<file path="src/eth_cfg_macros.svh">
`ifndef ETH_CFG_MACROS_SVH
`define ETH_CFG_MACROS_SVH
`default_nettype none

// ---------------------------------------------------------------------------
// Station defaults loaded by reset
// ---------------------------------------------------------------------------
// Locally administered unicast MAC
`define ETH_DEFAULT_MAC 48'h02_00_5e_10_00_01
// 192.168.7.4
`define ETH_DEFAULT_IP {8'd192, 8'd168, 8'd7, 8'd4}

// ---------------------------------------------------------------------------
// Table geometry
// ---------------------------------------------------------------------------
// UDP listening slots, 4 also valid with a slot width of 2
`define ETH_UDP_SLOTS 8
`define ETH_SLOT_W 3

// MAC/IP byte space, MAC bytes first then IP bytes
`define ETH_MAC_BYTES 6
`define ETH_IP_BYTES 4
`define ETH_IDX_W 4

`default_nettype wire
`endif

</file>
<file path="src/eth_cfg_pkg.sv">
`include "eth_cfg_macros.svh"
`default_nettype none

package eth_cfg_pkg;

   // Space select values, cfg_addr bit 4
   localparam logic SPACE_MACIP = 1'b0;
   localparam logic SPACE_UDP   = 1'b1;

   // ------------------------------------------------------------------------
   // Host address, two views of the same 5 bits
   // ------------------------------------------------------------------------
   // MAC/IP view: byte 0..5 MAC, 6..9 IP, both MSB first
   typedef struct packed {
      logic                  sel;
      logic [`ETH_IDX_W-1:0] idx;
   } macip_view_t;

   // UDP view: slot number plus half select
   // Half 0 is the port high byte
   typedef struct packed {
      logic       sel;
      logic [2:0] slot;
      logic       half;
   } udp_view_t;

   typedef union packed {
      macip_view_t macip;
      udp_view_t   udp;
   } cfg_addr_u;

   // ------------------------------------------------------------------------
   // Table write, one byte per strobe
   // ------------------------------------------------------------------------
   typedef struct packed {
      logic                   space;
      logic [`ETH_IDX_W-1:0]  idx;
      logic [`ETH_SLOT_W-1:0] slot;
      logic                   half;
      logic [7:0]             data;
   } cfg_wr_t;

   // Parsed receive header, destination fields only
   typedef struct packed {
      logic [47:0] dst_mac;
      logic [31:0] dst_ip;
      logic [15:0] dst_port;
   } rx_hdr_t;

   // Match verdict
   typedef struct packed {
      logic                   mac_ok;
      logic                   ip_ok;
      logic                   hit;
      logic [`ETH_SLOT_W-1:0] slot;
   } match_t;

endpackage

`default_nettype wire

</file>
<file path="src/cfg_table.sv">
`timescale 1ns/100ps
`include "eth_cfg_macros.svh"
`default_nettype none

module cfg_table (
   input  logic                            cfg_clk,
   input  logic                            rst_n,
   input  logic                            wr_stb,
   input  eth_cfg_pkg::cfg_wr_t            wr,
   output logic [47:0]                     station_mac,
   output logic [31:0]                     station_ip,
   output logic [`ETH_UDP_SLOTS-1:0][15:0] udp_ports
);

   localparam int SLOTS = `ETH_UDP_SLOTS;
   localparam int MAC_B = `ETH_MAC_BYTES;
   localparam int IP_B  = `ETH_IP_BYTES;
   localparam int IDX_W = `ETH_IDX_W;

   logic [MAC_B-1:0]       mac_be;
   logic [IP_B-1:0]        ip_be;
   logic                   port_hi_we;
   logic                   port_lo_we;
   logic [47:0]            mac_q;
   logic [31:0]            ip_q;
   logic [SLOTS-1:0][15:0] ports_q;

   // ------------------------------------------------------------------------
   // Byte enables
   // ------------------------------------------------------------------------
   // Index 0 is the MAC MSB, index MAC_B the IP MSB
   always_comb begin
      mac_be = '0;
      ip_be  = '0;
      if (wr_stb && (wr.space == eth_cfg_pkg::SPACE_MACIP)) begin
         for (int b = 0; b < MAC_B; b++) begin
            mac_be[b] = (wr.idx == IDX_W'(b));
         end
         for (int b = 0; b < IP_B; b++) begin
            ip_be[b] = (wr.idx == IDX_W'(MAC_B + b));
         end
      end
   end

   // One half of one slot per UDP write
   assign port_hi_we = wr_stb && (wr.space == eth_cfg_pkg::SPACE_UDP) && !wr.half;
   assign port_lo_we = wr_stb && (wr.space == eth_cfg_pkg::SPACE_UDP) && wr.half;

   // ------------------------------------------------------------------------
   // Storage
   // ------------------------------------------------------------------------
   // Defaults from the macro header, all ports closed
   always_ff @(posedge cfg_clk or negedge rst_n) begin
      if (!rst_n) begin
         mac_q   <= `ETH_DEFAULT_MAC;
         ip_q    <= `ETH_DEFAULT_IP;
         ports_q <= '0;
      end else begin
         // Enabled byte lane gets the write data, others hold
         for (int b = 0; b < MAC_B; b++) begin
            if (mac_be[b]) begin
               mac_q[8*(MAC_B-1-b) +: 8] <= wr.data;
            end
         end
         for (int b = 0; b < IP_B; b++) begin
            if (ip_be[b]) begin
               ip_q[8*(IP_B-1-b) +: 8] <= wr.data;
            end
         end
         // Port halves
         if (port_hi_we) begin
            ports_q[wr.slot][15:8] <= wr.data;
         end
         if (port_lo_we) begin
            ports_q[wr.slot][7:0] <= wr.data;
         end
      end
   end

   // Straight out to the matcher
   assign station_mac = mac_q;
   assign station_ip  = ip_q;
   assign udp_ports   = ports_q;

endmodule

`default_nettype wire

</file>
<file path="src/cfg_write_decode.sv">
`timescale 1ns/100ps
`include "eth_cfg_macros.svh"
`default_nettype none

module cfg_write_decode (
   input  logic                   cfg_clk,
   input  logic                   rst_n,
   input  logic                   cfg_valid,
   input  eth_cfg_pkg::cfg_addr_u cfg_addr,
   input  logic [7:0]             cfg_wdata,
   output logic                   wr_stb,
   output eth_cfg_pkg::cfg_wr_t   wr,
   output logic                   cfg_err
);

   // Bytes backed by the table in MAC/IP space
   localparam int MACIP_BYTES = `ETH_MAC_BYTES + `ETH_IP_BYTES;

   logic                 is_udp;
   logic                 idx_legal;
   eth_cfg_pkg::cfg_wr_t wr_next;

   // ------------------------------------------------------------------------
   // Address decode
   // ------------------------------------------------------------------------
   // Select bit sits in the same place in both views
   assign is_udp = (cfg_addr.macip.sel == eth_cfg_pkg::SPACE_UDP);

   // Every UDP address is legal
   // MAC/IP indices 10..15 have no backing byte
   assign idx_legal = is_udp || (int'(cfg_addr.macip.idx) < MACIP_BYTES);

   always_comb begin
      wr_next       = '0;
      wr_next.space = cfg_addr.macip.sel;
      wr_next.data  = cfg_wdata;
      if (is_udp) begin
         // Slot number and half from the UDP view
         wr_next.slot = cfg_addr.udp.slot[`ETH_SLOT_W-1:0];
         wr_next.half = cfg_addr.udp.half;
      end else begin
         // Byte index from the MAC/IP view
         wr_next.idx  = cfg_addr.macip.idx;
      end
   end

   // ------------------------------------------------------------------------
   // Strobe registers
   // ------------------------------------------------------------------------
   // Exactly one of wr_stb or cfg_err per host strobe
   always_ff @(posedge cfg_clk or negedge rst_n) begin
      if (!rst_n) begin
         wr_stb  <= 1'b0;
         cfg_err <= 1'b0;
      end else begin
         wr_stb  <= cfg_valid & idx_legal;
         cfg_err <= cfg_valid & ~idx_legal;
      end
   end

   // Write payload, held between strobes
   always_ff @(posedge cfg_clk) begin
      if (cfg_valid) begin
         wr <= wr_next;
      end
   end

endmodule

`default_nettype wire

</file>
<file path="src/eth_cfg_top.sv">
`timescale 1ns/100ps
`include "eth_cfg_macros.svh"
`default_nettype none

module eth_cfg_top (
   input  logic                   cfg_clk,
   input  logic                   rst_n,
   input  logic                   cfg_valid,
   input  eth_cfg_pkg::cfg_addr_u cfg_addr,
   input  logic [7:0]             cfg_wdata,
   input  logic                   cfg_enable_rx,
   input  logic                   hdr_stb,
   input  eth_cfg_pkg::rx_hdr_t   hdr,
   output logic                   cfg_err,
   output logic                   match_stb,
   output eth_cfg_pkg::match_t    match
);

   // Decoder to table
   logic                            wr_stb;
   eth_cfg_pkg::cfg_wr_t            wr;

   // Table to matcher
   logic [47:0]                     station_mac;
   logic [31:0]                     station_ip;
   logic [`ETH_UDP_SLOTS-1:0][15:0] udp_ports;

   // ------------------------------------------------------------------------
   // Host write path
   // ------------------------------------------------------------------------
   cfg_write_decode cfg_write_decode_inst (
      .cfg_clk   (cfg_clk),
      .rst_n     (rst_n),
      .cfg_valid (cfg_valid),
      .cfg_addr  (cfg_addr),
      .cfg_wdata (cfg_wdata),
      .wr_stb    (wr_stb),
      .wr        (wr),
      .cfg_err   (cfg_err)
   );

   // Station addresses and port slots
   cfg_table cfg_table_inst (
      .cfg_clk     (cfg_clk),
      .rst_n       (rst_n),
      .wr_stb      (wr_stb),
      .wr          (wr),
      .station_mac (station_mac),
      .station_ip  (station_ip),
      .udp_ports   (udp_ports)
   );

   // ------------------------------------------------------------------------
   // Receive destination check
   // ------------------------------------------------------------------------
   rx_dest_match rx_dest_match_inst (
      .cfg_clk       (cfg_clk),
      .rst_n         (rst_n),
      .cfg_enable_rx (cfg_enable_rx),
      .hdr_stb       (hdr_stb),
      .hdr           (hdr),
      .station_mac   (station_mac),
      .station_ip    (station_ip),
      .udp_ports     (udp_ports),
      .match_stb     (match_stb),
      .match         (match)
   );

endmodule

`default_nettype wire

</file>
<file path="src/rx_dest_match.sv">
`timescale 1ns/100ps
`include "eth_cfg_macros.svh"
`default_nettype none

module rx_dest_match (
   input  logic                            cfg_clk,
   input  logic                            rst_n,
   input  logic                            cfg_enable_rx,
   input  logic                            hdr_stb,
   input  eth_cfg_pkg::rx_hdr_t            hdr,
   input  logic [47:0]                     station_mac,
   input  logic [31:0]                     station_ip,
   input  logic [`ETH_UDP_SLOTS-1:0][15:0] udp_ports,
   output logic                            match_stb,
   output eth_cfg_pkg::match_t             match
);

   localparam int SLOTS  = `ETH_UDP_SLOTS;
   localparam int SLOT_W = `ETH_SLOT_W;

   logic                mac_ok_c;
   logic                ip_ok_c;
   logic                hdr_take;
   logic                s1_vld;
   logic                s1_mac_ok;
   logic                s1_ip_ok;
   logic [15:0]         s1_port;
   logic [SLOTS-1:0]    slot_hit;
   logic                any_hit;
   logic [SLOT_W-1:0]   low_slot;
   eth_cfg_pkg::match_t match_next;

   // ------------------------------------------------------------------------
   // Stage one, address checks
   // ------------------------------------------------------------------------
   // Own MAC or broadcast
   assign mac_ok_c = (hdr.dst_mac == station_mac) || (hdr.dst_mac == '1);
   assign ip_ok_c  = (hdr.dst_ip == station_ip);

   // Headers seen while receive is off are dropped here
   assign hdr_take = hdr_stb & cfg_enable_rx;

   always_ff @(posedge cfg_clk or negedge rst_n) begin
      if (!rst_n) begin
         s1_vld <= 1'b0;
      end else begin
         s1_vld <= hdr_take;
      end
   end

   // Port travels on for the slot compare
   always_ff @(posedge cfg_clk) begin
      if (hdr_take) begin
         s1_mac_ok <= mac_ok_c;
         s1_ip_ok  <= ip_ok_c;
         s1_port   <= hdr.dst_port;
      end
   end

   // ------------------------------------------------------------------------
   // Stage two, port lookup
   // ------------------------------------------------------------------------
   // Zero marks a closed slot, never a match
   always_comb begin
      for (int i = 0; i < SLOTS; i++) begin
         slot_hit[i] = (udp_ports[i] != 16'h0000) && (udp_ports[i] == s1_port);
      end
   end

   // Lowest slot wins, scan from the top down
   always_comb begin
      any_hit  = 1'b0;
      low_slot = '0;
      for (int i = SLOTS - 1; i >= 0; i--) begin
         if (slot_hit[i]) begin
            any_hit  = 1'b1;
            low_slot = SLOT_W'(i);
         end
      end
   end

   always_comb begin
      match_next        = '0;
      match_next.mac_ok = s1_mac_ok;
      match_next.ip_ok  = s1_ip_ok;
      match_next.hit    = s1_mac_ok & s1_ip_ok & any_hit;
      // Slot reads zero unless hit
      if (match_next.hit) begin
         match_next.slot = low_slot;
      end
   end

   always_ff @(posedge cfg_clk or negedge rst_n) begin
      if (!rst_n) begin
         match_stb <= 1'b0;
      end else begin
         match_stb <= s1_vld;
      end
   end

   // Verdict held until the next header
   always_ff @(posedge cfg_clk) begin
      if (s1_vld) begin
         match <= match_next;
      end
   end

endmodule

`default_nettype wire

</file>
<file path="config.mk">
export PLATFORM = sky130hd
export DESIGN_NAME = eth_cfg_top
export DESIGN_NICKNAME = d
export VERILOG_FILES = /design/src/eth_cfg_pkg.sv /design/src/cfg_table.sv /design/src/cfg_write_decode.sv /design/src/eth_cfg_top.sv /design/src/rx_dest_match.sv
export VERILOG_INCLUDE_DIRS = /design/src
export SDC_FILE = /design/constraint.sdc
export NUM_CORES = 1
export LEC_CHECK = 0
export ABC_AREA = 1
export BUFFER_PORTS_ARGS = -buffer_cell sky130_fd_sc_hd__buf_2
export CAP_MARGIN = 20
export CORE_ASPECT_RATIO = 1.25
export CORE_UTILIZATION = 60
export DETAILED_ROUTE_END_ITERATION = 16
export GPL_TIMING_DRIVEN = 0
export PLACE_DENSITY_LB_ADDON = 0.15
export SLEW_MARGIN = 30
export SYNTH_ARGS = -nofsm -noshare
export SYNTH_HDL_FRONTEND = slang
export SYNTH_SLANG_ARGS = --single-unit
</file>
<file path="constraint.sdc">
create_clock -name cfg_clk -period 1.76 [get_ports cfg_clk]
set_input_delay 0 -clock cfg_clk [delete_from_list [all_inputs] [get_ports cfg_clk]]
set_output_delay 0 -clock cfg_clk [all_outputs]
set_load 0.02 [all_outputs]
</file>
Word level (Yosys, flattened, before mapping):

Index checks and enable logic that the tools add are counted.

* multiplexer cells: 25
* eq/ne operators: 20
* reduce and logical (&&, ||, !) cells: 28
* bitwise operators: 8
* magnitude comparators: 3

Operators by type and width (count)
* 128-bit bitwise mux: 2
* 128-bit two-way mux: 2
* 16-bit == test: 8
* 16-bit nonzero test: 8
* 16-bit demux with 3-bit select: 2
* 48-bit == test: 1
* 48-bit == test, second input constant: 1
* 32-bit == test: 1
* 4-bit by 3-bit == test with 1-bit output, second input constant: 4
* 16-bit two-way mux: 1
* 1-bit logical AND: 13
* 3-bit two-way mux: 4
* 1-bit two-way mux: 9
* 4-bit by 2-bit == test with 1-bit output, second input constant: 2
* 4-bit == test, second input constant: 2
* 8-bit two-way mux: 1
* 6-bit two-way mux: 1
* 1-bit AND: 5
* 5-bit OR reduction: 1
* 4-bit by 1-bit == test with 1-bit output, second input constant: 1
* 4-bit zero test: 1
* 3-bit by 4-bit < comparator with 1-bit output, second input constant: 1
* 4-bit < comparator, second input constant: 1
* 2-bit two-way mux: 2
* 7 further kinds: 10

* input port bits: 114
* flip-flop bits (word level): 253

Depth between registers and ports, before layout:

* depth after elaboration: 13
* depth in mapped cells: 15
* gate-level depth less buffers: 14

Hierarchy:

Synthesis repeated with hierarchy kept, for this count alone.

* cells, all modules: 1865
* area total of the unflattened synthesis: 13566.8 um2

Modules (own cells, without submodules)
* cfg_table: cells an instance 963, times used 1, area an instance 8221.6 um2, sequential area each 5226.3 um2
* rx_dest_match: cells an instance 857, times used 1, area an instance 4667.0 um2, sequential area each 770.7 um2
* cfg_write_decode: cells an instance 45, times used 1, area an instance 678.2 um2, sequential area each 560.5 um2

Least setup slack after synthesis:

Ideal clock, no wire load.

* path type: reg-to-reg
* start: register rx_dest_match_inst.s1_port[9]
* end: register rx_dest_match_inst.match[1] (netlist name)
* arrival time: 1.272 ns
* setup time: 0.254 ns
* required time: 1.506 ns
* slack: 0.235 ns
* stages on the path, launching flop included: 14
* period minus slack after synthesis: 1.525 ns
* cell sequence: edfxtp_1 buf_6 inv_2 nand2_1 nand2_1 nor2_1 nand2_1 nor2_1 nand3_1 nand2_1 nor2_1 nand2_2 nand2_1 nor2_1

* word-level cells in the longest chain between the ends: 13
* elaborated cells on any way between the ends: 33
* those cells by class: eq/ne (8); mux (14); bitwise (2); reduce/logical (9)

RTL lines
* from (decl): line rx_dest_match.sv:27 `logic [15:0] s1_port;`
* from (signal assigned): line rx_dest_match.sv:56 `s1_port <= hdr.dst_port;`
* 16-bit == test: line rx_dest_match.sv:66 `slot_hit[i] = (udp_ports[i] != 16'h0000) && (udp_ports[i] == s1_port);`
* 1-bit logical AND: line rx_dest_match.sv:66
* 1-bit two-way mux (8 in a row): line rx_dest_match.sv:75 `if (slot_hit[i]) begin`
* 1-bit AND: line rx_dest_match.sv:86 `match_next.hit = s1_mac_ok & s1_ip_ok & any_hit;`
* 1-bit inverter (no line)
* 3-bit OR reduction (no line)

Parallel ways exist; a longest one is shown, timed or not.
A chain may end at the register's enable or synchronous reset.

Worst setup path after layout:

* start: register rx_dest_match_inst.s1_port[5]
* end: register rx_dest_match_inst.match[0] (netlist name)

* word-level cells in the longest chain between the ends: 13
* elaborated cells on any way between the ends: 34
* those cells by class: eq/ne (8); mux (15); bitwise (2); reduce/logical (9)

RTL lines (line)
* 16-bit == test: rx_dest_match.sv:66
* 1-bit logical AND: rx_dest_match.sv:66
* 1-bit two-way mux (8 in a row): rx_dest_match.sv:75
* 1-bit AND: rx_dest_match.sv:86
* 1-bit inverter (no line)
* 2-bit OR reduction (no line)

Parallel ways exist; a longest one is shown, timed or not.

==> reports/qor.csv <==
metric,value,unit
arrival,2.39,ns
grt-ovfl-total,0,
hold_path.class,input port to async pin,
worst_slack,-0.246,ns
synth_most_common_cell,nand2_1,
die_w,134,microns
rsz0062_at_grt,true,
vias,11900,
num_io_pins,122,
wl_per_cell,18.5,microns
io_buffers,121,
drive_above_1_share,17.5,%
synth_top_cell_by_area,dfrtp_1,
htree_levels,1,
clockPowerShare,31.8,%
drt_iter0_drc,1372,
p_per_area,1180,nW/um^2
synth-edff-count,41,
yosysWarnings,0,
whs,0.00840,ns
synth_cells,1627,
synth_seq_cells,253,
antenna_found_initial,0,
cts_buffer_depth,3,
p_sw_share,32.2,%
ant_nets,0,
start_kind,register,
relSlewSlack,30.9,%
numCtsBuffers,26,
grt_use_total,36.4,%
setup-violations-final,4,
layout.nets,1946,
tightest_slew,1.04,ns
final_area,15700,sq um
crit_start,rx_dest_match_inst.s1_port[5],
ys_seq_area_share,50.4,%
fmax,499,MHz
grt_pass1_vias,11500,
drv_slew,0,
place_area,14000,sq um
drtPass1Iterations,6,
netlist_top_cells_area,"dfrtp_1, nand2_1, edfxtp_1",
routed_wl,39.4,mm
cts_sinks,253,
start_util,61.8,%
synth_fp_nets,1741,
required,2.15,ns
rr_startpoint,rx_dest_match_inst.s1_port[5],
switchingPower,5.96,mW
violations,setup timing,
cts-root-buf,clkbuf_16,
via_per_inst,5.60,
seq_power_share,45.1,%
finalCriticalPeriod,2.01,ns
cp_max_fo,9,
grt_first_pass_wirelength,61.7,mm
core,21000,sq um
clk_latency,0.54,ns
maxCapViolCount,0,
path_class,register to register,
syn_to_final_growth,20.7,%
tritoncts,done,
yosys-top-cells-count,"nand2_1, o21ai_0, dfrtp_1, nor2_1, inv_1",
fin_crit_sh,114,%
drcViolationCount,0,
clkTransAtPathRegs,0.06,ns
rows,59,
internal-power,12.5,mW
ir_drop,0.977,mV
syn_area_per_cell,7.99,sq um
synth_top_flop_cell,dfrtp_1,
status,"complete, but fails checks",
die_height,167,microns
diodes,0,
yosys.cell_types.count,31,
finalHoldViolCount,0,
endpoint_kind,register,
comb_power_share,23.2,%
dpl.hpwl,25.8,mm
syn-cell-area,13000,sq um
worst_clock_skew,0.0196,ns
ys_async_sr_fraction,83.8,%
power.leakage,7.57,nW
die_area,22300,sq um
place_congestion,0.945,
synth_top_area_share,37.5,%
grt_max_degree,84,
worst paths after layout:
check | to | slack (ns) | cells after the start
min reg2reg | rx_dest_match_inst.match[5] | 0.47 | 0
max in group asynchronous | rx_dest_match_inst.match_stb | 0.93 | 3
min in group cfg_clk | rx_dest_match_inst.s1_mac_ok | 0.08 | 5
max reg2reg | rx_dest_match_inst.match[0] | -0.25 | 13
max | rx_dest_match_inst.match[0] | -0.25 | 13
min | cfg_table_inst.udp_ports[85] | 0.008 | 2
critical path, stage by stage (launching register included):
cell	delay, ns
edfxtp_1	0.41
buf_8	0.21
inv_6	0.08
nand2_1	0.10
nand2_1	0.06
nor2_1	0.11
nand3_1	0.17
nor2_2	0.16
nand3_2	0.14
nand2_1	0.10
nor2_2	0.06
nand2_2	0.06
nand3_1	0.07
a21oi_2	0.12
timing repair:
item / in CTS / in global routing
hold buffers: 31 / 0
endpoints found under the setup margin: 36 / 113
cloned: 0 / 0
buffers inserted: 10 / 13
hold endpoints to repair: 257 / 0
pin swaps: 11 / 15
gates resized for setup: 48 / 48
metal layers:
metal | track usage, % | share of wire [%] | vias to the layer above
met5 | 0 | 0 | -
met4 | 18.7 | 5.3 | 0
met3 | 5.72 | 7.8 | 141
met2 | 61.3 | 49 | 586
met1 | 45.2 | 37 | 5606
li1 | - | - | 5582
power by group through the flow:
stage                     combinational (mW)  clock (mW)  sequential [mW]
after floorplan                         2.92           0             8.11
after global placement                  3.81           0             8.33
after detailed placement                4.00           0             8.37
after CTS                               4.17        5.89             8.29
after global routing                    4.88        6.12             8.47
final                                   4.28        5.87             8.33
through the flow:
stage	util (%)	setup slack (ns)	TNS (ns)	total power, mW	cells
floorplan	-	0.235	0	11.0	1627
global placement	66.3	-2.90	-589.00	12.1	2022
detailed placement	66.6	-0.314	-1.38	12.4	2024
CTS	73.6	-0.100	-0.256	18.3	2113
global route	74.6	-0.321	-1.05	19.5	2126
finish	74.6	-0.246	-0.838	18.5	2126
placed cells by master, fill, tap and decap left out, types with 9 or more instances in the layout:
cell,count
nor2_1,133
buf_6,17
dfrtp_1,195
o21ai_1,27
nand2_1,557
xnor2_1,35
xor2_1,66
clkbuf_2,9
dfstp_2,17
inv_1,133
buf_2,129
edfxtp_1,41
clkbuf_16,28
clkbuf_1,17
o21ai_0,209
nand3_1,22
nor2_2,12
nand4_1,37
nand2_2,19
dlygate4sd3_1,31
buf_4,22
nor4_1,15
final cells by class:
| type | instances | area (sq um) |
|---|---|---|
| Tap cell | 274 | 343 |
| Sequential cell | 253 | 6560 |
| Multi-Input combinational cell | 1162 | 5580 |
| Fill cell | 1624 | 5340 |
| Inverter | 153 | 647 |
| Clock inverter | 12 | 138 |
| Buffer | 59 | 469 |
| Clock buffer | 36 | 771 |
| Timing Repair Buffer | 177 | 1190 |
registers in the layout, summed over array words and instances (netlist names):
| signal | cells |
|---|---|
| rx_dest_match_inst.match_stb | 1 |
| cfg_table_inst.udp_ports | 128 |
| rx_dest_match_inst.s1_vld | 1 |
| rx_dest_match_inst.match | 6 |
| cfg_write_decode_inst.cfg_err | 1 |
| cfg_table_inst.station_ip | 32 |
| cfg_write_decode_inst.wr | 17 |
| rx_dest_match_inst.s1_port | 16 |
| cfg_write_decode_inst.wr_stb | 1 |
| rx_dest_match_inst.s1_mac_ok | 1 |
| rx_dest_match_inst.s1_ip_ok | 1 |
| cfg_table_inst.station_mac | 48 |
logic make-up after synthesis:
family          after synthesis  synth area share (%)
compound gates              241                  9.37
xor+xnor                    101                  6.80
buf+inv                     212                  7.73
flops                       253                  50.4
simple gates                820                  25.7
Note: power is estimated with default switching activity, not from simulation.
